[config.mk]
export PLATFORM = sky130hd
export DESIGN_NAME = mc_endpoint
export DESIGN_NICKNAME = d
export VERILOG_FILES = /design/src/verilog/mc_pkg.sv /design/src/verilog/mc_endpoint.sv /design/src/verilog/mc_fifo.sv
export SDC_FILE = /design/constraint.sdc
export NUM_CORES = 1
export LEC_CHECK = 0
export BUFFER_PORTS_ARGS = -buffer_cell sky130_fd_sc_hd__buf_2
export CORE_AREA = 2 2 189 191
export CTS_CLUSTER_SIZE = 30
export DETAILED_ROUTE_END_ITERATION = 7
export DIE_AREA = 0 0 191 193
export PLACE_DENSITY_LB_ADDON = 0.12
export SETUP_SLACK_MARGIN = 0.1
export SYNTH_ARGS = -nofsm -noshare
export SYNTH_HDL_FRONTEND = slang
export SYNTH_SLANG_ARGS = --single-unit
[constraint.sdc]
create_clock -name clk_i -period 5.5 [get_ports clk_i]
set_clock_uncertainty 0.15 [all_clocks]
set_input_delay 1.1 -clock clk_i [delete_from_list [all_inputs] [get_ports clk_i]]
set_output_delay 1.1 -clock clk_i [all_outputs]
set_load 0.03 [all_outputs]
[src/verilog/mc_pkg.sv]
// ****************************************
// shared packet types for the tile socket
// opcodes, payload union, link structs
// ****************************************
`default_nettype none

package mc_pkg;

   localparam int mc_x_width      = 4;
   localparam int mc_y_width      = 4;
   localparam int mc_addr_width   = 16;
   localparam int mc_reg_id_width = 5;
   localparam int mc_data_width   = 32;
   localparam int mc_mask_width   = mc_data_width / 8;

   typedef enum logic {
      op_load  = 1'b0,
      op_store = 1'b1
   } mc_op_e;

   typedef enum logic {
      rsp_load_data = 1'b0,
      rsp_store_ack = 1'b1
   } mc_rsp_type_e;

   // loads carry the destination register tag in the low bits
   typedef struct packed {
      logic [mc_data_width-mc_reg_id_width-1:0] pad;
      logic [mc_reg_id_width-1:0]               reg_id;
   } mc_load_info_s;

   // decoded by opcode: raw word for stores, load info for loads
   typedef union packed {
      logic [mc_data_width-1:0] store_data;
      mc_load_info_s            load_info;
   } mc_payload_u;

   typedef struct packed {
      mc_op_e                   op;
      logic [mc_mask_width-1:0] mask;
      logic [mc_addr_width-1:0] addr;
      mc_payload_u              payload;
      logic [mc_x_width-1:0]    src_x;
      logic [mc_y_width-1:0]    src_y;
      logic [mc_x_width-1:0]    dst_x;
      logic [mc_y_width-1:0]    dst_y;
   } mc_req_pkt_s;

   typedef struct packed {
      mc_rsp_type_e               rsp_type;
      logic [mc_reg_id_width-1:0] reg_id;
      logic [mc_data_width-1:0]   data;
      logic [mc_x_width-1:0]      dst_x;
      logic [mc_y_width-1:0]      dst_y;
   } mc_rsp_pkt_s;

   // network side into the tile; the ready bits belong to tile outputs
   typedef struct packed {
      logic        req_v;
      mc_req_pkt_s req;
      logic        rsp_v;
      mc_rsp_pkt_s rsp;
      logic        req_ready;
      logic        rsp_ready;
   } mc_link_in_s;

   typedef struct packed {
      logic        req_v;
      mc_req_pkt_s req;
      logic        rsp_v;
      mc_rsp_pkt_s rsp;
      logic        req_ready;
      logic        rsp_ready;
   } mc_link_out_s;

endpackage

`default_nettype wire
[src/verilog/mc_endpoint.sv]
// ****************************************
// link endpoint: request buffer, response
// pass-through and out-credit counter
// ****************************************
`timescale 1ns/1ps
`default_nettype none

module mc_endpoint #(
   parameter int req_fifo_els_p    = 2,
   parameter int max_out_credits_p = 4,
   localparam int credit_width_lp  = $clog2(max_out_credits_p + 1)
) (
   input  wire                        clk_i,
   input  wire                        rst_n_i,
   input  mc_pkg::mc_link_in_s        link_i,
   output mc_pkg::mc_link_out_s       link_o,
   // buffered requests toward the core
   output logic                       core_req_v_o,
   output mc_pkg::mc_req_pkt_s        core_req_o,
   input  wire                        core_req_ready_i,
   // core responses toward the link
   input  wire                        core_rsp_v_i,
   input  mc_pkg::mc_rsp_pkt_s        core_rsp_i,
   output logic                       core_rsp_ready_o,
   // outgoing requests from the core
   input  wire                        core_out_v_i,
   input  mc_pkg::mc_req_pkt_s        core_out_i,
   output logic                       core_out_ready_o,
   // incoming responses as a strobe
   output logic                       in_rsp_v_o,
   output mc_pkg::mc_rsp_pkt_s        in_rsp_o,
   output logic [credit_width_lp-1:0] out_credits_o
);

   logic                       fifo_ready;
   logic                       link_open_r;
   logic                       rsp_ready_r;
   logic [credit_width_lp-1:0] credits_r;
   logic                       credit_avail;
   logic                       out_sent;
   logic                       rsp_recv;
   logic                       in_rsp_v_r;
   mc_pkg::mc_rsp_pkt_s        in_rsp_r;

   mc_fifo #(
      .els_p(req_fifo_els_p)
   ) req_fifo (
      .clk_i       (clk_i),
      .rst_n_i     (rst_n_i),
      .v_i         (link_i.req_v),
      .data_i      (link_i.req),
      .yumi_ready_i(core_req_ready_i),
      .ready_o     (fifo_ready),
      .v_o         (core_req_v_o),
      .data_o      (core_req_o)
   );

   assign credit_avail = (credits_r != '0);
   assign out_sent     = core_out_v_i & credit_avail & link_i.req_ready;
   assign rsp_recv     = link_i.rsp_v & rsp_ready_r;

   always_comb begin
      link_o           = '0;
      // requests are only taken once the core has come up after memory clear
      link_o.req_ready = fifo_ready & link_open_r;
      link_o.rsp_v     = core_rsp_v_i;
      link_o.rsp       = core_rsp_i;
      link_o.req_v     = core_out_v_i & credit_avail;
      link_o.req       = core_out_i;
      link_o.rsp_ready = rsp_ready_r;
   end

   assign core_rsp_ready_o = link_i.rsp_ready;
   assign core_out_ready_o = link_i.req_ready & credit_avail;
   assign in_rsp_v_o       = in_rsp_v_r;
   assign in_rsp_o         = in_rsp_r;
   assign out_credits_o    = credits_r;

   always_ff @(posedge clk_i or negedge rst_n_i) begin
      if (!rst_n_i) begin
         link_open_r <= 1'b0;
         rsp_ready_r <= 1'b0;
         in_rsp_v_r  <= 1'b0;
         credits_r   <= credit_width_lp'(max_out_credits_p);
      end else begin
         if (core_req_ready_i) begin
            link_open_r <= 1'b1;
         end
         // incoming responses are always drained
         rsp_ready_r <= 1'b1;
         in_rsp_v_r  <= rsp_recv;
         credits_r   <= credits_r + credit_width_lp'(rsp_recv)
                        - credit_width_lp'(out_sent);
      end
   end

   always_ff @(posedge clk_i) begin
      if (rsp_recv) begin
         in_rsp_r <= link_i.rsp;
      end
   end

endmodule

`default_nettype wire

[src/verilog/mc_fifo.sv]
// ****************************************
// circular valid/ready FIFO for
// request packets
// ****************************************
`timescale 1ns/1ps
`default_nettype none

module mc_fifo #(
   parameter int els_p = 2,
   localparam int ptr_width_lp = (els_p > 1) ? $clog2(els_p) : 1,
   localparam int cnt_width_lp = $clog2(els_p + 1)
) (
   input  wire                 clk_i,
   input  wire                 rst_n_i,
   input  wire                 v_i,
   input  mc_pkg::mc_req_pkt_s data_i,
   input  wire                 yumi_ready_i,
   output logic                ready_o,
   output logic                v_o,
   output mc_pkg::mc_req_pkt_s data_o
);

   mc_pkg::mc_req_pkt_s     mem_r [els_p];
   logic [ptr_width_lp-1:0] rd_ptr_r;
   logic [ptr_width_lp-1:0] wr_ptr_r;
   logic [cnt_width_lp-1:0] cnt_r;
   logic                    push;
   logic                    pop;

   // wrap by compare so depths other than powers of two work
   function automatic logic [ptr_width_lp-1:0] next_ptr(input logic [ptr_width_lp-1:0] p);
      if (p == ptr_width_lp'(els_p - 1)) begin
         return '0;
      end
      return p + 1'b1;
   endfunction

   assign ready_o = (cnt_r != cnt_width_lp'(els_p));
   assign v_o     = (cnt_r != '0);
   assign data_o  = mem_r[rd_ptr_r];
   assign push    = v_i & ready_o;
   assign pop     = v_o & yumi_ready_i;

   always_ff @(posedge clk_i or negedge rst_n_i) begin
      if (!rst_n_i) begin
         rd_ptr_r <= '0;
         wr_ptr_r <= '0;
         cnt_r    <= '0;
      end else begin
         if (push) begin
            wr_ptr_r <= next_ptr(wr_ptr_r);
         end
         if (pop) begin
            rd_ptr_r <= next_ptr(rd_ptr_r);
         end
         cnt_r <= cnt_r + cnt_width_lp'(push) - cnt_width_lp'(pop);
      end
   end

   always_ff @(posedge clk_i) begin
      if (push) begin
         mem_r[wr_ptr_r] <= data_i;
      end
   end

endmodule

`default_nettype wire

[Word level (Yosys, flattened, before mapping)]
Memory sizes are Yosys's and may differ from the RTL's.
Cells that the tools add are included.
Storage, ports and cells
  register bits after elaboration: 56
  memories: 1
  memory bits (writable): 138
  output and inout port bits: 241
  logic and storage cells: 39
  input bits: 239
Memory list
  req_fifo.mem_r: words 2, bits a word 69, read ports 1, clocked after memory_dff 0, write ports 1, RTL line mc_fifo.sv:23  | mc_pkg::mc_req_pkt_s mem_r [els_p];
Operators by class
  equality and inequality tests: 1
  bitwise gates (word level): 7
  $add $sub $neg: 6
  multiplexer cells: 10
  reductions and logical operators: 2
Operators by type and width (count)
  1-bit two-way mux: 10
  1-bit bitwise AND: 7
  3-bit by 1-bit adder with 3-bit output: 1
  3-bit nonzero test: 1
  3-bit by 1-bit subtractor with 3-bit output: 1
  1-bit adder (second input constant): 2
  2-bit by 1-bit adder with 2-bit output: 1
  2-bit inequality test (second input constant): 1
  2-bit nonzero test: 1
  2-bit by 1-bit subtractor with 2-bit output: 1

[Depth between registers and ports, before layout]
Gate-level depths: netlist of the first run.
  depth in word-level cells: 4
  gate-level depth with buffers: 9
  depth with buffers taken out: 9

[By module]
A second synthesis of the first run with hierarchy kept.
Second synthesis, totals
  cells, all modules: 422
  area, all modules: 7780.0 µm²
Modules (own cells, without submodules)
  mc_fifo: area an instance 5223.8 µm², cells an instance 237, seq. area each 4244.1 µm², instances 1
  mc_endpoint: area an instance 2556.2 µm², cells an instance 185, seq. area each 1532.7 µm², instances 1

[Worst setup path before layout of the first run]
Ideal clock, no wire load.
  path kind: input -> register
  from: input port link_i[118] in the netlist's numbering
  to: memory req_fifo.mem_r[0][0] in the netlist's numbering, enable pin
  arrival: 4.071 ns
  path slack: 0.783 ns
  data required time: 4.854 ns
  library setup time: 0.496 ns
  stages on the path: 2
  buffers on the path: 0
  path through: nand2_1 -> nor2_1
Between the ends
  word-level cells in the longest chain between the ends: 3
Ends and longest elaborated chain
  start: declaration: RTL line mc_endpoint.sv:15  | input mc_pkg::mc_link_in_s link_i,
  1-bit bitwise AND: RTL line mc_fifo.sv:41  | assign push = v_i & ready_o;
  1-bit two-way mux: RTL line mc_fifo.sv:61  | if (push) begin
  1-bit two-way mux (implied by the code): RTL line mc_fifo.sv:62  | mem_r[wr_ptr_r] <= data_i;
  end: declaration: RTL line mc_fifo.sv:23
Every way passes these cells.

==> results by group, run 1 <==
Worst setup path
  – Crit. End Element: output port
  – Setup crit start kind: register
  – Worst EP arrival: 2.46 ns
  – Worst-path fanout max: 44
  – WS Path Type: register to output port
  – Required time worst endpoint: 4.25 ns

Global routing
  – Vias in the first global route: 4,285
  – Grt total ovfl: 0
  – Initial antenna violation count: 0
  – First-pass GRT wire length: 29,500 um
  – Largest net degree at the start of global routing: 48
  – GRT Util Overall: 11.5%

STA
  – Slew Viols, Final: 0
  – Setup TNS: 0 ns
  – Period utilisation layout: 67.5%
  – Peak Freq: 269 MHz
  – Tmin final: 3.71 ns
  – Final hold viol count: 0
  – RSZ-0062 raised after global routing: no
  – Final setup violating endpoints: 0
  – Tightest Pin Transition: 1.00 ns
  – Setup ws final: 1.79 ns
  – Slew Limit Headroom: 33.3%

Placed design
  – IO buf count: 245
  – HPWL after DPL: 16,300 um
  – Pre-CTS setup slack: 2.19 ns
  – Inst Count DP: 1,005
  – Placer Congestion: 0.757

Detailed routing
  – Avg WL per Cell: 20.9 um
  – Initial drt markers: 160
  – ANT nets after route: 0
  – Pre-antenna DRT Iters: 4
  – Final WL: 21,600 um
  – DR DRC count: 0
  – Vias per inst: 3.78
  – DR vias: 3,914

Synth
  – Flops & latches, synth: 194
  – Synth Area per Inst: 19.2 um2
  – Mapped Cells: 421
  – Distinct cells, synth: 23
  – Mapped cell area: 8080 um2
  – Sequential-to-total area share from yosys stat: 71.5%
  – Synth warnings: 0
  – Syn nets: 665

CTS
  – Clock latency at the later pin of the worst-skew pair: 0.43 ns
  – Setup repair bufs after CTS: 0
  – CTS tree: done
  – Root Buffer: clkbuf_16
  – CTS hold repair buffers: 0
  – Post-CTS sizing: 0
  – CTS H-Tree Depth: 4
  – Reg clk slew, reported paths: 0.06 ns
  – Clk buf depth: 2
  – CTS Buf Count: 17
  – Clock Sinks: 194

Floorplanning
  – Site Rows: 69
  – Core footprint: 35,000 um2
  – Die H: 193 um
  – Num ports: 480
  – Starting Density: 23.1%
  – Die area: 36,900 um2
  – Die width: 191 um

Power
  – Total power: 0.00501 W
  – LEAKAGE: 3.78 nW
  – Peak VDD IR: 211 uV
  – Pwr dens: 529 nW/um2

Run
  – Max_cap viols: 0

Cells and area
  – Share of cells above drive strength 1: 61.4%
  – Final cell count without fillers: 1,036
  – P&R area growth vs syn: 17.2%
  – Core Util, Final: 27.1%
  – # nets final: 807
  – # diodes: 0
  – Number of fill cells: 3,615

Status
  – Status: completed

Worst hold path
  – Hold Path Class: register to register
## final cells by class
type | count | area, um2 | area share, %
tap | 461 | 577 | 6.09
inverter | 7 | 26.3 | 0.278
clock buffer | 18 | 429 | 4.53
clock inverter | 13 | 136 | 1.44
timing repair buffer | 249 | 1270 | 13.4
multi-input combinational | 94 | 1250 | 13.2
sequential | 194 | 5780 | 61.1
## worst max-delay path, cell delays in order (launching register included)
cell	delay (ns)
dfrtp_4	1.00
buf_4	0.46
mux2_4	0.34
buf_2	0.18
## registers in the layout, indices dropped and copies added, names as in the netlist, 2 cells and up
name            cells
req_fifo.mem_r    138
in_rsp_o           46
out_credits_o       3
req_fifo.cnt_r      2
## metrics by stage
stage	area, um2	hold WS, ns
2_1_floorplan	8080	0.277
3_3_place_gp	8900	0.302
3_5_place_dp	8900	0.302
4_1_cts	9470	0.322
5_1_grt	9470	0.331
6_report	9470	0.317
## power by group
group	total, W	switching, W	internal, W
Sequential	0.00212	0.000175	0.00195
Clock	0.00121	0.000544	0.000668
Combinational	0.00168	0.00101	0.000668
## synth_stat cells
master | n | area, um2
edfxtp_1 | 184 | 5530
buf_4 | 118 | 886
mux2_4 | 69 | 1040
dfrtp_1 | 9 | 225
buf_12 | 7 | 140
inv_1 | 7 | 26.3
xnor2_1 | 5 | 43.8
ha_1 | 4 | 50.1
and2_1 | 2 | 12.5
nand2_1 | 2 | 7.51
nor2b_1 | 2 | 12.5
and2_4 | 1 | 8.76
and3_1 | 1 | 6.26
buf_6 | 1 | 11.3
conb_1 | 1 | 3.75
dfstp_2 | 1 | 26.3
fa_1 | 1 | 20.0
nand2b_1 | 1 | 6.26
nor2_1 | 1 | 3.75
nor3_1 | 1 | 5.00
or2_1 | 1 | 6.26
or2_2 | 1 | 6.26
xor2_1 | 1 | 8.76
## cell usage in the layout (no fill, tap or decap), types with 2 or more instances in the layout
cell,instances
bufinv_16,2
clkinvlp_4,2
nor2b_1,2
clkinv_1,2
xnor2_1,5
clkinv_4,2
and2_1,2
clkbuf_16,17
dfrtp_1,8
inv_6,3
mux2_4,69
nand2_1,2
buf_2,245
inv_1,6
buf_4,3
clkinv_2,2
ha_1,4
edfxtp_1,184
## cells by family (layout without fill, tap and decap cells)
| logic type | count (synthesis) | count (layout) | share of synthesized area, % |
|---|---|---|---|
| multiplexers | 69 | 69 | 12.8 |
| AND/OR/NAND/NOR | 13 | 13 | 0.929 |
| other | 1 | 1 | 0.0464 |
| buffers and inverters | 133 | 287 | 13.2 |
| flip-flops | 194 | 194 | 71.5 |
| adder cells (fa/ha/maj) | 5 | 5 | 0.867 |
| XOR/XNOR | 6 | 6 | 0.651 |
## routing by layer
metal / up-vias / global-route usage (%) / share of wire, %
met3: 16 / 10.0 / 18
met5: - / 3.98 / 0.85
met1: 1860 / 11.2 / 34
met2: 337 / 17.5 / 46
met4: 6 / 3.55 / 1.3
li1: 1695 / - / -
## path summary, 6_finish.rpt
check	from	end	slack (ns)	cells after the start
min in group asynchronous	rst_n_i	in_rsp_v_o$_DFF_PN0_	0.39	1
worst max register to register	out_credits_o[1]$_DFF_PN0_	out_credits_o[2]$_DFF_PN1_	3.04	9
worst max-delay path	req_fifo.rd_ptr_r$_DFFE_PN0P_	core_req_o[33]	1.79	3
worst min-delay path	link_open_r$_DFFE_PN0P_	link_open_r$_DFFE_PN0P_	0.32	1
max in group asynchronous	rst_n_i	out_credits_o[2]$_DFF_PN1_	4.54	1
worst min register to register	link_open_r$_DFFE_PN0P_	link_open_r$_DFFE_PN0P_	0.32	1
Power figures use the tool's default switching activity.
==> run 2: changes to the inputs <==
--- a/config.mk
+++ b/config.mk
@@ -5,11 +5,12 @@
 export SDC_FILE = /design/constraint.sdc
 export NUM_CORES = 1
 export LEC_CHECK = 0
+export ABC_AREA = 1
 export BUFFER_PORTS_ARGS = -buffer_cell sky130_fd_sc_hd__buf_2
-export CORE_AREA = 2 2 189 191
+export CORE_AREA = 2 2 188 190
 export CTS_CLUSTER_SIZE = 30
 export DETAILED_ROUTE_END_ITERATION = 7
-export DIE_AREA = 0 0 191 193
+export DIE_AREA = 0 0 190 192
 export PLACE_DENSITY_LB_ADDON = 0.12
 export SETUP_SLACK_MARGIN = 0.1
 export SYNTH_ARGS = -nofsm -noshare
==> constraint.sdc (replaced) <==
create_clock -name clk_i -period 3 [get_ports clk_i]
set_clock_uncertainty 0.15 [all_clocks]
set_input_delay 0.6 -clock clk_i [delete_from_list [all_inputs] [get_ports clk_i]]
set_output_delay 0.6 -clock clk_i [all_outputs]
set_load 0.03 [all_outputs]
==> results by group, run 2 <==
Cells and area
  – # nets final: 974
  – P&R area growth vs syn: 19.6%
  – Share of cells above drive strength 1: 38.6%
  – Post-route cell area: 9350 um2
  – Max FFs per register: 138
  – # diodes: 0
  – Final cell count without fillers: 1,198
  – Commonest non-fill, non-tap cell in the layout: buf_2
  – Largest reg by FF count: req_fifo.mem_r
  – Most frequent cells in the layout: buf_2 (245), nand2_1 (228), edfxtp_1 (184)

Worst setup path
  – Setup crit start kind: register
  – Required time worst endpoint: 2.25 ns
  – Worst-case reg-to-reg path depth: 13
  – Reg-to-reg slack, setup: 0.87 ns
  – Crit. End Element: output port
  – Worst setup path end: core_req_o[53]
  – Worst Setup SP: req_fifo.rd_ptr_r$_DFFE_PN0P_
  – Worst EP arrival: 1.82 ns
  – Reg2Reg Launch Point: out_credits_o[1]$_DFF_PN0_
  – Reg-to-reg endpoint: out_credits_o[2]$_DFF_PN1_
  – WS Path Type: register to output port
  – Worst-path fanout max: 32

Floorplanning
  – Die width: 190 um
  – Site Rows: 68
  – Die area: 36,500 um2
  – Starting Density: 22.8%
  – Num ports: 480
  – Core footprint: 34,300 um2
  – Die H: 192 um

STA
  – RSZ-0062 raised after global routing: no
  – Slew Limit Headroom: 60.1%
  – Setup TNS: 0 ns
  – Period utilisation layout: 85.8%
  – Peak Freq: 389 MHz
  – Final hold viol count: 0
  – Slew Viols, Final: 0
  – Tmin final: 2.57 ns
  – Final setup violating endpoints: 0
  – Tightest Pin Transition: 0.598 ns

Synth
  – Combinational family with the most area after synthesis: buffers and inverters
  – Adder-cell share of the synthesized area: 0.896%
  – Yosys top cell by area: edfxtp_1
  – Post-synth EDFFs: 184
  – Most common cell in the synthesized netlist: nand2_1
  – Synth Area in Simple Gates: 11.4%
  – Async S/R FF share, synth: 5.15%
  – Post-synthesis xor/xnor area fraction: 0%
  – Synth Area in Compound Gates: 0.128%
  – Synth Area per Inst: 13.2 um2
  – Syn nets: 834
  – Distinct cells, synth: 16
  – Sequential-to-total area share from yosys stat: 73.9%
  – Post-synth top cells: nand2_1 (228), edfxtp_1 (184), buf_4 (124)
  – Mux cell area share after synthesis: 0%
  – Post-synth top area share: 70.7%
  – Main flop type after synthesis: edfxtp_1
  – Mapped Cells: 590
  – Mapped cell area: 7820 um2
  – Flops & latches, synth: 194
  – Area contributors post-synth: edfxtp_1 (71%), buf_4 (12%), nand2_1 (11%), dfrtp_1 (2.9%), inv_1 (0.86%)
  – Synth warnings: 0

Placed design
  – DP Area: 8740 um2
  – Placer Congestion: 0.703
  – Inst Count DP: 1,165
  – IO buf count: 245
  – HPWL after DPL: 16,700 um

Detailed routing
  – Pre-antenna DRT Iters: 4
  – Vias per inst: 3.73
  – DR vias: 4,463
  – Avg WL per Cell: 18.8 um
  – ANT nets after route: 0
  – Initial drt markers: 199
  – DR DRC count: 0
  – Final WL: 22,500 um

CTS
  – Clock Sinks: 194
  – Reg clk slew, reported paths: 0.08 ns
  – Post-CTS sizing: 0
  – Clock latency at the later pin of the worst-skew pair: 0.45 ns
  – Setup repair bufs after CTS: 0
  – CTS tree: done
  – CTS H-Tree Depth: 4
  – Root Buffer: clkbuf_16
  – CTS Buf Count: 17
  – CTS hold repair buffers: 1
  – Clk buf depth: 2

Global routing
  – First-pass GRT wire length: 31,100 um
  – Grt total ovfl: 0
  – Largest net degree at the start of global routing: 71
  – Vias in the first global route: 4,595
  – Initial antenna violation count: 1
  – GRT Util Overall: 12.1%

Run
  – Max_cap viols: 0

Worst hold path
  – Hold path startpoint: link_i[4]
  – Worst hold path depth: 1
  – Hold Path Class: primary input to register

Power
  – Pwr dens: 994 nW/um2
  – LEAKAGE: 3.97 nW
  – Peak VDD IR: 452 uV

Status
  – Status: completed
## run 2: cell count changes after synthesis, moves of 4 or more
cell	before	now
nand3_1	0	4
inv_1	7	18
mux2_4	69	0
nand2_1	2	228
xnor2_1	5	0
buf_4	118	124
buf_2	0	7
buf_12	7	0
## run 2: worst min-delay path by stage
stage	end	slack, ns
after floorplan	in_rsp_v_o$_DFF_PN0_	0.15
after global placement	req_fifo.wr_ptr_r$_DFFE_PN0P_	0.31
after detailed placement	link_open_r$_DFFE_PN0P_	0.31
after CTS	in_rsp_o[32]$_DFFE_PP_	0.13
after global routing	in_rsp_o[32]$_DFFE_PP_	0.14
final	in_rsp_o[2]$_DFFE_PP_	0.17
## run 2: worst max-delay path: stages, from the launching register on
cell and delay, ns:
dfrtp_2 0.44, inv_4 0.32, buf_4 0.28, nand2_1 0.07, nand2_1 0.05, buf_2 0.19
## run 2: cell families after synthesis
| group | Yosys count |
|---|---|
| DFF | 194 |
| AOI/OAI and AO/OA | 2 |
| buffers and inverters | 152 |
| and+or+nand+nor | 236 |
| adders and majority gates | 5 |
| other | 1 |
## run 2: area by class of cell
cell class | count | area (um2)
fill | 3582 | 24900
tap | 455 | 569
sequential | 194 | 5780
clock inverter | 12 | 156
multi-input combinational | 244 | 985
timing repair buffer | 254 | 1350
inverter | 19 | 75.1
clock buffer | 20 | 437
## run 2: report_power, final
part / switching [W] / internal (W) / total, W / leakage, nW
combinational: 0.00246 / 0.000816 / 0.00328 / 1.86
clock: 0.00102 / 0.00132 / 0.00233 / 0.279
sequential: 0.000127 / 0.00355 / 0.00368 / 1.83
## run 2: metal layers
layer  global-route usage [%]  part of all wire (%)  vias to the layer above
met3                     9.61                    17                       32
met1                     11.7                    35                     1987
li1                         -                     -                     2113
met5                     1.24                  0.26                        -
met2                     19.2                    46                      329
met4                     4.89                   2.0                        2
## run 2: through the flow
step	util [%]	setup slack (ns)	hold slack [ns]	total power, W
final	27.3	0.426	0.171	0.00929
after global routing	27.3	0.267	0.141	0.00985
after CTS	27.3	0.325	0.134	0.00951
after detailed placement	25.5	0.757	0.305	0.00713
after global placement	25.5	0.780	0.307	0.00713
after floorplan	-	0.389	0.154	0.00626
