$ cat src/verilog/mc_pkg.sv
// ****************************************
// shared packet types for the tile socket
// opcodes, payload union, link structs
// ****************************************
`default_nettype none

package mc_pkg;

   localparam int mc_x_width      = 4;
   localparam int mc_y_width      = 4;
   localparam int mc_addr_width   = 16;
   localparam int mc_reg_id_width = 5;
   localparam int mc_data_width   = 32;
   localparam int mc_mask_width   = mc_data_width / 8;

   typedef enum logic {
      op_load  = 1'b0,
      op_store = 1'b1
   } mc_op_e;

   typedef enum logic {
      rsp_load_data = 1'b0,
      rsp_store_ack = 1'b1
   } mc_rsp_type_e;

   // loads carry the destination register tag in the low bits
   typedef struct packed {
      logic [mc_data_width-mc_reg_id_width-1:0] pad;
      logic [mc_reg_id_width-1:0]               reg_id;
   } mc_load_info_s;

   // decoded by opcode: raw word for stores, load info for loads
   typedef union packed {
      logic [mc_data_width-1:0] store_data;
      mc_load_info_s            load_info;
   } mc_payload_u;

   typedef struct packed {
      mc_op_e                   op;
      logic [mc_mask_width-1:0] mask;
      logic [mc_addr_width-1:0] addr;
      mc_payload_u              payload;
      logic [mc_x_width-1:0]    src_x;
      logic [mc_y_width-1:0]    src_y;
      logic [mc_x_width-1:0]    dst_x;
      logic [mc_y_width-1:0]    dst_y;
   } mc_req_pkt_s;

   typedef struct packed {
      mc_rsp_type_e               rsp_type;
      logic [mc_reg_id_width-1:0] reg_id;
      logic [mc_data_width-1:0]   data;
      logic [mc_x_width-1:0]      dst_x;
      logic [mc_y_width-1:0]      dst_y;
   } mc_rsp_pkt_s;

   // network side into the tile; the ready bits belong to tile outputs
   typedef struct packed {
      logic        req_v;
      mc_req_pkt_s req;
      logic        rsp_v;
      mc_rsp_pkt_s rsp;
      logic        req_ready;
      logic        rsp_ready;
   } mc_link_in_s;

   typedef struct packed {
      logic        req_v;
      mc_req_pkt_s req;
      logic        rsp_v;
      mc_rsp_pkt_s rsp;
      logic        req_ready;
      logic        rsp_ready;
   } mc_link_out_s;

endpackage

`default_nettype wire
$ cat src/verilog/mc_tile_core.sv
// ****************************************
// request server for remote loads/stores
// plus host request and response path
// ****************************************
`timescale 1ns/1ps
`default_nettype none

module mc_tile_core #(
   parameter int dmem_words_p = 256,
   localparam int dmem_addr_width_lp = (dmem_words_p > 1) ? $clog2(dmem_words_p) : 1
) (
   input  wire                                clk_i,
   input  wire                                rst_n_i,
   input  wire  [mc_pkg::mc_x_width-1:0]      my_x_i,
   input  wire  [mc_pkg::mc_y_width-1:0]      my_y_i,
   // remote requests and their responses
   input  wire                                req_v_i,
   input  mc_pkg::mc_req_pkt_s                req_i,
   output logic                               req_ready_o,
   output logic                               rsp_v_o,
   output mc_pkg::mc_rsp_pkt_s                rsp_o,
   input  wire                                rsp_ready_i,
   // data memory
   output logic                               dmem_rd_en_o,
   output logic                               dmem_wr_en_o,
   output logic [dmem_addr_width_lp-1:0]      dmem_addr_o,
   output logic [mc_pkg::mc_mask_width-1:0]   dmem_wr_mask_o,
   output logic [mc_pkg::mc_data_width-1:0]   dmem_wr_data_o,
   input  wire  [mc_pkg::mc_data_width-1:0]   dmem_rd_data_i,
   input  wire                                dmem_ready_i,
   // host port
   input  wire                                host_req_v_i,
   input  mc_pkg::mc_req_pkt_s                host_req_i,
   output logic                               host_req_ready_o,
   output logic                               out_v_o,
   output mc_pkg::mc_req_pkt_s                out_o,
   input  wire                                out_ready_i,
   input  wire                                in_rsp_v_i,
   input  mc_pkg::mc_rsp_pkt_s                in_rsp_i,
   output logic                               host_rsp_v_o,
   output mc_pkg::mc_rsp_pkt_s                host_rsp_o
);

   logic                stage_v_r;
   logic                rsp_v_r;
   mc_pkg::mc_rsp_pkt_s hdr_r;
   logic                pop;
   logic                is_load;

   // one request in flight: no pop while staging or holding a response
   assign req_ready_o = dmem_ready_i & ~stage_v_r & ~rsp_v_r;
   assign pop         = req_v_i & req_ready_o;
   assign is_load     = (req_i.op == mc_pkg::op_load);

   assign dmem_rd_en_o   = pop & is_load;
   assign dmem_wr_en_o   = pop & ~is_load;
   assign dmem_addr_o    = dmem_addr_width_lp'(req_i.addr % dmem_words_p);
   assign dmem_wr_mask_o = req_i.mask;
   assign dmem_wr_data_o = req_i.payload.store_data;

   always_ff @(posedge clk_i or negedge rst_n_i) begin
      if (!rst_n_i) begin
         stage_v_r <= 1'b0;
         rsp_v_r   <= 1'b0;
      end else begin
         stage_v_r <= pop;
         if (stage_v_r) begin
            rsp_v_r <= 1'b1;
         end else if (rsp_v_r && rsp_ready_i) begin
            rsp_v_r <= 1'b0;
         end
      end
   end

   // header is captured at the pop, data joins from dmem a cycle later
   always_ff @(posedge clk_i) begin
      if (pop) begin
         hdr_r.rsp_type <= is_load ? mc_pkg::rsp_load_data : mc_pkg::rsp_store_ack;
         hdr_r.reg_id   <= is_load ? req_i.payload.load_info.reg_id : '0;
         hdr_r.data     <= '0;
         hdr_r.dst_x    <= req_i.src_x;
         hdr_r.dst_y    <= req_i.src_y;
      end
   end

   // dmem read data holds until the next read, which cannot start while pending
   always_comb begin
      rsp_o = hdr_r;
      if (hdr_r.rsp_type == mc_pkg::rsp_load_data) begin
         rsp_o.data = dmem_rd_data_i;
      end
   end
   assign rsp_v_o = rsp_v_r;

   // host requests leave with this tile as source
   always_comb begin
      out_o       = host_req_i;
      out_o.src_x = my_x_i;
      out_o.src_y = my_y_i;
   end
   assign out_v_o          = host_req_v_i;
   assign host_req_ready_o = out_ready_i;

   assign host_rsp_v_o = in_rsp_v_i;
   assign host_rsp_o   = in_rsp_i;

endmodule

`default_nettype wire

$ cat config.mk
export PLATFORM = sky130hd
export DESIGN_NAME = mc_tile_core
export DESIGN_NICKNAME = d
export VERILOG_FILES = /design/src/verilog/mc_pkg.sv /design/src/verilog/mc_tile_core.sv
export SDC_FILE = /design/constraint.sdc
export NUM_CORES = 1
export LEC_CHECK = 0
export ABC_AREA = 1
export ABC_CLOCK_PERIOD_IN_PS = 4000
export BUFFER_PORTS_ARGS = -buffer_cell sky130_fd_sc_hd__buf_4
export CAP_MARGIN = 20
export CORE_AREA = 2 2 173 175
export CTS_CLUSTER_DIAMETER = 150
export DETAILED_ROUTE_END_ITERATION = 12
export DIE_AREA = 0 0 175 177
export PLACE_DENSITY = 0.33
export SLEW_MARGIN = 20
export SYNTH_ARGS = -nofsm -noshare
export SYNTH_HDL_FRONTEND = slang
export SYNTH_SLANG_ARGS = --single-unit
$ cat constraint.sdc
create_clock -name clk_i -period 4 [get_ports clk_i]
set_clock_uncertainty 0.1 [all_clocks]
set_input_delay 0.4 -clock clk_i [delete_from_list [all_inputs] [get_ports clk_i]]
set_output_delay 0.4 -clock clk_i [all_outputs]
set_load 0.03 [all_outputs]
* Yosys cells after proc, flatten, opt, wreduce, memory -nomap -nowiden *
Index checks and enable logic that the tools add are counted.

storage, ports and cells
  bits in registers = 16
  bits of input ports = 232
  logic and storage cells = 20

operators by class
  bitwise operators = 8
  reduce and logical (&&, ||, !) cells = 2
  multiplexer cells = 4

operators by type and width
  cell                 number
  $mux W32             1
  $and A1 B1 Y1        5
  $mux W1              3
  $not A1 Y1           3
  $reduce_bool A2 Y1   1
  $logic_and A1 B1 Y1  1

* Depth between registers and ports, before layout *
Gate-level depths: netlist of run 1.

  word-level depth = 5
  mapped depth = 3

* Least setup slack after synthesis of run 1 *
No wires, ideal clock.

  path type = reg2out
  start point = register hdr_r, in the netlist rsp_o[45]
  end point = output rsp_o[10] (netlist name)
  arrival time = 1.215 ns
  stages on the path, launching flop included = 3
  buffers on the path = 1
  path slack = 2.285 ns
  cell sequence = edfxtp_1 buf_6 nor2_1

RTL lines
  element      line                text
  from (decl)  mc_tile_core.sv:46  mc_pkg::mc_rsp_pkt_s hdr_r;
  to (decl)    mc_tile_core.sv:21  output mc_pkg::mc_rsp_pkt_s rsp_o,

==> results.cfg, run 1 <==
[clocking]
insertion_delay_ns = 0.25
cts_made_buffers = 3
clockBufferDepth = 2
path_clk_slew_ns = 0.05
htree_levels = 1
postCtsSetupBuffers = 0
cts_root_buf = clkbuf_16
cts_tree = built
clock_sinks = 16

[layout]
mostFrequentLayoutCells = buf_4, inv_1, nor2_1
area_growth_pct = 6.564
num_antenna_cells = 0
layout.nets = 445
drive_above_1_share_pct = 51.89
n_fill_cell = 3453
final_common_cell = buf_4

[sta]
rsz0062_at_grt = false
slew_viol_final = 0
fin_tns_setup_ns = 0
whs_ns = 0.2243
slew_headroom_pct = 56.64
period_needed_ns = 2.096
fmax_mhz = 477.1
setup_violations = 0
period_share_pct = 52.41
hold_viol_final = 0
worst_slew_pin_slew_ns = 0.6504

[worst_setup_path]
critPathArrivalTime_ns = 1.60
start_kind = register
crit_required_ns = 3.50
path_class = reg2out
endpoint = rsp_o[27]
rr_startpoint = rsp_v_o$_DFFE_PN0P_
cp-startpoint = rsp_o[45]$_DFFE_PP_
reg2reg_slack_ns = 2.46
r2r-end = rsp_o[5]$_DFFE_PP_
cp-end-kind = output pin
path_max_fanout = 13
r2r_cells = 3

[synth]
ys_seq_area_share_pct = 23.07
synth_top_area_share_pct = 59.63
synthXorXnorAreaFrac_pct = 0
yosys.area_share.simple_pct = 7.853
synth_area_leader_cell = buf_4
netlist_instances = 265
synth_area_per_cell_um2 = 7.696
ys_ff_latch = 16
syn_nets = 497
synthAdderAreaFrac_pct = 0
synth_cell_types = 9
syn-cell-area_um2 = 2039
synthMuxAreaShare_pct = 0
ys.warnings.count = 0
synthTopCellsByArea = buf_4, edfxtp_1, inv_1
synth_top_family_by_area = buffers and inverters
synth-compound-area-share_pct = 0.2454

[drt]
vias_per_cell = 2.038
wl_per_cell_um = 11.27
vias = 1227
dr.first_iter.drc_count = 22
wl_mm = 6.786
ant_nets = 0
drc = 0
first_pass_iters = 2

[min_path]
whs_path_depth = 1
hp-start = req_i[9]
hp-class = in2reg

[die]
start_util_pct = 6.974
die_area_um2 = 30980
die_w_um = 175
rows = 63
ioPinCount = 444
die_h_um = 177
core_um2 = 29240

[power]
peakVddDrop_v = 0.0002101
p_leak_uw = 0.001029
power_density_nw_per_um2 = 259.7

[place]
dpl.hpwl_mm = 5.527
place.gp.congestion = 0.5992
io_buffers = 105

[grt]
grt_max_degree = 23
antenna_found_initial = 0
grt_usage_pct = 3.855
grt_pass1_vias = 1169
grt_pass1_wl_mm = 8.438
grt_overflow_total = 0

[job]
cap_violations = 0

[run_status]
outcome = finished, final reports clean
cells in the mapped netlist:
library cell  count
buf_6             3
nand2_1           1
o21ai_0           1
nand4_1           1
dfrtp_1           2
nor2_1           40
inv_1            41
buf_4           162
edfxtp_1         14
final cells by class:
type	count	area, µm²	area share [%]
clock buffers	3	75.07	3.454
inverters	41	153.9	7.081
repair buffers	108	817.0	37.59
multi-input cells	43	165.2	7.599
clock inverters	1	3.754	0.1727
well taps	390	488.0	22.45
flip-flops and latches	16	470.5	21.65
worst min path at each step:
stage / endpoint / slack, ns
after floorplan: rsp_v_o$_DFFE_PN0P_ / 0.004
after global placement: rsp_v_o$_DFFE_PN0P_ / 0.08
after detailed placement: rsp_v_o$_DFFE_PN0P_ / 0.08
after CTS: rsp_o[1]$_DFFE_PP_ / 0.22
after global routing: rsp_o[4]$_DFFE_PP_ / 0.22
final: rsp_o[1]$_DFFE_PP_ / 0.22
flip-flops by register name, indices dropped and copies added, names as in the netlist:
name and cells:
rsp_v_o 1, rsp_o 14, stage_v_r 1
kinds of logic (layout without fill, tap and decap cells):
kind of cell,after synthesis,in the layout
buffers and inverters,206,153
AO/OA/AOI/OAI,1,1
flip-flops,16,16
AND/OR/NAND/NOR,42,42
metrics by stage:
| stage | setup WS [ns] | instances | instance area (µm²) | utilization (%) | total power (µW) |
|---|---|---|---|---|---|
| 5_1_grt | 1.762 | 602 | 2173 | 7.432 | 587.0 |
| 3_5_place_dp | 1.709 | 596 | 2073 | 7.089 | 371.3 |
| 4_1_cts | 1.433 | 601 | 2162 | 7.393 | 569.7 |
| 2_1_floorplan | 2.285 | 265 | 2039 | - | 580.7 |
| 6_report | 1.904 | 602 | 2173 | 7.432 | 564.5 |
| 3_3_place_gp | 1.786 | 596 | 2073 | 7.089 | 371.6 |
critical path, cell delays in order (launching register included):
cell and delay, ns:
edfxtp_1 0.76, buf_4 0.33, nor2_1 0.08, buf_4 0.17
what timing repair did:
action / CTS / global route
hold buffers: 1 / 0
endpoints found under the hold margin: 2 / 0
gates resized for setup: 0 / 0
metal layers:
layer / vias up / GRT usage, % / routed length [µm]
li1: 500 / - / -
met1: 452 / 2.953 / 1712
met2: 216 / 4.216 / 2461
met3: 59 / 5.692 / 2114
met4: 0 / 3.368 / 499
met5: - / 0 / 0
power breakdown:
group	internal (µW)	switching [µW]	leakage (µW)
clock network	133	64.9	0.0000385
logic	73.4	94.8	0.000834
registers	193	5.71	0.000156
(Power assumes the default switching activity.)
==> run 2: changes to the inputs <==
--- a/config.mk
+++ b/config.mk
@@ -5,15 +5,15 @@
 export SDC_FILE = /design/constraint.sdc
 export NUM_CORES = 1
 export LEC_CHECK = 0
-export ABC_AREA = 1
-export ABC_CLOCK_PERIOD_IN_PS = 4000
+export ABC_AREA = 0
+export ABC_CLOCK_PERIOD_IN_PS = 1700
 export BUFFER_PORTS_ARGS = -buffer_cell sky130_fd_sc_hd__buf_4
 export CAP_MARGIN = 20
-export CORE_AREA = 2 2 173 175
+export CORE_AREA = 2 2 174 176
 export CTS_CLUSTER_DIAMETER = 150
 export DETAILED_ROUTE_END_ITERATION = 12
-export DIE_AREA = 0 0 175 177
-export PLACE_DENSITY = 0.33
+export DIE_AREA = 0 0 176 178
+export PLACE_DENSITY = 0.34
 export SLEW_MARGIN = 20
 export SYNTH_ARGS = -nofsm -noshare
 export SYNTH_HDL_FRONTEND = slang
==> constraint.sdc (replaced) <==
create_clock -name clk_i -period 1.7 [get_ports clk_i]
set_clock_uncertainty 0.1 [all_clocks]
set_input_delay 0.17 -clock clk_i [delete_from_list [all_inputs] [get_ports clk_i]]
set_output_delay 0.17 -clock clk_i [all_outputs]
set_load 0.03 [all_outputs]
==> run 2 against run 1 <==
  * Cell count down 4.8%
  * Worst hold slack worse by 0.21 ns
  * Power up 140%
  * Register-to-register slack worse by 2.2 ns
  * Final area up 3.1%
  * First-iteration DRC count down 32%
  * Critical path depth unchanged
  * Clock-buffer cell count unchanged
  * Die area up 1.1%
  * Largest cell class unchanged
  * Largest power group unchanged
==> results.cfg, run 2 <==
[power]
power_density_nw_per_um2 = 598.0
p_int_uw = 968.4
clockPowerShare_pct = 33.9
seq_power_share_pct = 34.6
switchingPower_uw = 370.9
peakVddDrop_v = 0.0003997
p_comb_share_pct = 31.5
p_leak_uw = 0.0008892
switching_share_pct = 27.69

[sta]
slew_viol_final = 0
slew_headroom_pct = 85.53
rsz0062_at_grt = false
fin_tns_setup_ns = 0
fmax_mhz = 614.6
period_share_pct = 95.71
hold_viol_final = 0
worst_slew_pin_slew_ns = 0.2171
setup_violations = 0
period_needed_ns = 1.627

[drt]
first_pass_iters = 4
ant_nets = 0
wl_per_cell_um = 11.20
drc = 0
vias_per_cell = 2.079
wl_mm = 6.418
vias = 1191
dr.first_iter.drc_count = 15

[die]
die_h_um = 178
ioPinCount = 444
die_area_um2 = 31330
core_um2 = 29400
die_w_um = 176
rows = 63
start_util_pct = 6.732

[synth]
syn_nets = 456
netlist_instances = 224
syn-cell-area_um2 = 1979
synthTopCellsByArea = buf_4, edfxtp_1, nor2b_1
synth_top_area_share_pct = 61.44
async_flop_share_pct = 12.50
synth_area_leader_cell = buf_4
synthMostInstantiatedCell = buf_4
ys.warnings.count = 0
synth_common_cells = buf_4, nor2b_1, edfxtp_1
ys_ff_latch = 16
ys_seq_area_share_pct = 23.77
synth_area_per_cell_um2 = 8.837
synth_cell_types = 11
synth_edf_count = 14
synth_flop_cell = edfxtp_1

[worst_setup_path]
r2r-end = rsp_o[2]$_DFFE_PP_
path_max_fanout = 7
path_class = reg2out
r2r_cells = 3
start_kind = register
cp-startpoint = stage_v_r$_DFF_PN0_
critPathArrivalTime_ns = 1.36
reg2reg_slack_ns = 0.25
endpoint = dmem_wr_en_o
rr_startpoint = stage_v_r$_DFF_PN0_
crit_required_ns = 1.43
cp-end-kind = output pin

[clocking]
path_clk_slew_ns = 0.05
cts_root_buf = clkbuf_16
clock_sinks = 16
cts_made_buffers = 3
htree_levels = 1
clockBufferDepth = 2
cts_tree = built
insertion_delay_ns = 0.24

[layout]
design_area_um2 = 2240
layout.nets = 416
final_common_cell = buf_4
area_growth_pct = 13.15
drive_above_1_share_pct = 63.93
fin_util_pct = 7.617
largest_reg_flops = 14
mostFrequentLayoutCells = buf_4, nor2b_1, edfxtp_1
num_antenna_cells = 0

[min_path]
hp-class = in2reg
whs_path_depth = 1

[grt]
antenna_found_initial = 1
grt_usage_pct = 3.723
grt_max_degree = 18
grt_pass1_vias = 1241
grt_pass1_wl_mm = 8.300
grt_overflow_total = 0

[job]
cap_violations = 0

[run_status]
outcome = finished, final reports clean

[place]
io_buffers = 105
place.gp.congestion = 0.6626
place_area_um2 = 2054
dpl.hpwl_mm = 5.374
## run 2: worst max-delay path: stages (launching register included)
cell and delay [ns]:
dfrtp_1 0.40, and4bb_4 0.40, and2_1 0.16, buf_4 0.16
## run 2: how the worst min path moves through the flow
stage / end / slack (ns) / start
floorplan: rsp_v_o$_DFFE_PN0P_ / -0.23 / rst_n_i
global placement: rsp_v_o$_DFFE_PN0P_ / -0.15 / rst_n_i
detailed placement: stage_v_r$_DFF_PN0_ / -0.14 / rst_n_i
CTS: rsp_o[0]$_DFFE_PP_ / 0.0001 / req_i[8]
global route: rsp_o[4]$_DFFE_PP_ / 0.0009 / req_i[12]
finish: rsp_o[4]$_DFFE_PP_ / 0.01 / req_i[12]
## run 2: power by group through the flow
| stage | sequential (µW) | clock, µW | combinational, µW |
|---|---|---|---|
| floorplan | 506 | 0 | 854 |
| finish | 463 | 454 | 422 |
| detailed placement | 470 | 0 | 408 |
| CTS | 463 | 471 | 423 |
| global placement | 469 | 0 | 407 |
| global route | 465 | 484 | 449 |
## run 2: metal layers
layer,share of wire [%],vias up,GRT usage [%]
li1,-,441,-
met1,23,444,2.533
met2,39,234,4.724
met3,27,70,4.220
met4,11,2,4.580
met5,0.56,-,0.9615
## run 2: cell type report
cell class | count | area, µm²
fillers | 3445 | 27160
repair buffers | 120 | 920.9
well taps | 390 | 488.0
flip-flops and latches | 16 | 470.5
multi-input cells | 42 | 277.8
clock buffers | 3 | 75.07
clock inverters | 1 | 3.754
inverters | 1 | 3.754
## run 2: logic make-up after synthesis
| family | Yosys count | share of synthesized area, % |
|---|---|---|
| buffers and inverters | 166 | 62.39 |
| DFF | 16 | 23.77 |
| and+or+nand+nor | 41 | 13.40 |
| AOI/OAI and AO/OA | 1 | 0.4426 |
## run 2: repair_timing
action	4_1_cts	5_1_grt
endpoints found under the hold margin	8	1
setup endpoints to repair	1	1
hold buffers	7	1
resized for setup	1	0
setup buffers	0	3
pin swaps	0	1
## run 2: per-stage QoR
stage	cells	hold slack, ns	setup slack (ns)	power (µW)
final	573	0.01002	0.07300	1339
after CTS	569	0.0001281	0.02477	1357
after global routing	573	0.0009196	0.01167	1399
after floorplan	224	-0.2256	0.04050	1360
after detailed placement	558	-0.1445	0.2522	877.7
after global placement	558	-0.1455	0.2767	876.1
==> run 3: changes to the inputs <==
--- a/config.mk
+++ b/config.mk
@@ -6,7 +6,6 @@
 export NUM_CORES = 1
 export LEC_CHECK = 0
 export ABC_AREA = 0
-export ABC_CLOCK_PERIOD_IN_PS = 1700
 export BUFFER_PORTS_ARGS = -buffer_cell sky130_fd_sc_hd__buf_4
 export CAP_MARGIN = 20
 export CORE_AREA = 2 2 174 176
@@ -14,6 +13,7 @@
 export DETAILED_ROUTE_END_ITERATION = 12
 export DIE_AREA = 0 0 176 178
 export PLACE_DENSITY = 0.34
+export RECOVER_POWER = 25
 export SLEW_MARGIN = 20
 export SYNTH_ARGS = -nofsm -noshare
 export SYNTH_HDL_FRONTEND = slang
==> run 3 against run 2 <==
  * Worst hold slack better by 0.024 ns
  * Sequential power hardly changed
  * Power is 0.24% lower
  * Sequential share of layout area is 0.071 points higher
  * Global-route usage stayed put
  * Clock-buffer cell count stayed put
  * Core utilization hardly changed
  * Clock power hardly changed
  * Final area is 0.34% lower
  * First-iteration DRC count stayed put
  * Flip-flop and latch count stayed put
  * Maximum frequency is 0.11% lower
==> results.cfg, run 3 (synthesis gave the netlist of run 2 again) <==
[run_status]
outcome = finished, final reports clean

[layout]
design_area_um2 = 2232
layout.nets = 416
mostFrequentLayoutCells = buf_4, nor2b_1, edfxtp_1
drive_above_1_share_pct = 62.84
largest_reg_flops = 14
final_common_cell = buf_4
num_antenna_cells = 0
area_growth_pct = 12.77

[sta]
rsz0062_at_grt = false
fin_tns_setup_ns = 0
slew_viol_final = 0
worst_slew_pin_slew_ns = 0.3794
hold_viol_final = 0
slew_headroom_pct = 74.71
period_share_pct = 95.81
fmax_mhz = 613.9
period_needed_ns = 1.629
setup_violations = 0

[clocking]
insertion_delay_ns = 0.24
cts_root_buf = clkbuf_16
cts_tree = built
clockBufferDepth = 2
cts_made_buffers = 3
path_clk_slew_ns = 0.05
htree_levels = 1
clock_sinks = 16

[grt]
grt_max_degree = 18
grt_overflow_total = 0
grt_usage_pct = 3.723
antenna_found_initial = 1
grt_pass1_wl_mm = 8.300
grt_pass1_vias = 1241

[place]
place_area_um2 = 2054
place.gp.congestion = 0.6626
io_buffers = 105
dpl.hpwl_mm = 5.374

[drt]
wl_met1_mm = 1.475
drc = 0
dr.first_iter.drc_count = 15
wl_per_cell_um = 11.20
vias = 1191
wl_mm = 6.416
ant_nets = 0
top_layer_used = met5
first_pass_iters = 4
dr_wl_met2_mm = 2.482
met3_length_mm = 1.728
vias_per_cell = 2.079

[worst_setup_path]
start_kind = register
critPathArrivalTime_ns = 1.36
path_max_fanout = 7
slowest_delay_ns = 0.40
path_class = reg2out
crit_path_top_delay_cell = dfrtp_1
reg2reg_slack_ns = 0.25
crit_chain = and4bb_4 -> and2_1 -> buf_4
cp-end-kind = output pin
crit_required_ns = 1.43

[die]
core_um2 = 29400
rows = 63
die_w_um = 176
ioPinCount = 444
start_util_pct = 6.732
die_area_um2 = 31330
die_h_um = 178

[power]
switching_share_pct = 27.68
seq_power_share_pct = 34.6
power_density_nw_per_um2 = 598.5
clockPowerShare_pct = 33.9
p_int_uw = 966.2
switchingPower_uw = 369.8
p_comb_share_pct = 31.4
peakVddDrop_v = 0.0003997
p_leak_uw = 0.0008818

[min_path]
hp-class = in2reg

[job]
cap_violations = 0
-- run 3: changes by cell type in the layout (fill, tap and decap cells not counted) --
cell,delta
clkbuf_1,+2
clkbuf_4,+1
buf_4,-3
-- run 3: through the flow --
stage               utilization [%]  hold WS [ns]  setup WS, ns  std cells  power [µW]
floorplan                         -       -0.2256       0.04050        224        1360
global placement              6.988       -0.1455        0.2767        558       876.1
detailed placement            6.988       -0.1445        0.2522        558       877.7
CTS                           7.507     0.0001281       0.02477        569        1357
global route                  7.592       0.02592       0.01022        573        1397
finish                        7.592       0.03361       0.07117        573        1336
-- run 3: layer usage --
layer / vias up / global-route usage [%]
li1: 441 / -
met1: 444 / 2.533
met2: 234 / 4.724
met3: 70 / 4.220
met4: 2 / 4.580
met5: - / 0.9615
-- run 3: critical path: cells and delay by family (launching register included) --
family / cells / cell delay [ns]
AND/OR/NAND/NOR: 2 / 0.56
buffers and inverters: 1 / 0.16
flip-flops: 1 / 0.40
-- run 3: timing repair --
item,4_1_cts,5_1_grt
pin swaps,0,1
hold buffers,7,1
resized for setup,1,0
endpoints found under the hold margin,8,1
buffers inserted,0,3
setup endpoints to repair,1,1
-- run 3: power by group through the flow --
stage                     Clock, µW  Sequential [µW]  Combinational, µW
after floorplan                   0              506                854
after global placement            0              469                407
after detailed placement          0              470                408
after CTS                       471              463                423
after global routing            484              465                447
final                           453              463                420
-- run 3: path summary, 6_finish.rpt --
path | cells after the start | startpoint | to
hold / removal | 1 | req_i[12] | rsp_o[4]$_DFFE_PP_
hold reg to reg | 1 | stage_v_r$_DFF_PN0_ | rsp_v_o$_DFFE_PN0P_
min in group asynchronous | 2 | rst_n_i | rsp_v_o$_DFFE_PN0P_
max in group asynchronous | 2 | rst_n_i | stage_v_r$_DFF_PN0_
setup / recovery | 3 | stage_v_r$_DFF_PN0_ | dmem_wr_en_o
setup reg to reg | 3 | stage_v_r$_DFF_PN0_ | rsp_o[2]$_DFFE_PP_
-- run 3: final cells by class --
type	count	area, µm²
clock inverter	1	3.754
sequential	16	470.5
tap	390	488.0
timing repair buffer	120	913.4
clock buffer	3	75.07
multi-input combinational	42	277.8
fill	3444	27170
inverter	1	3.754
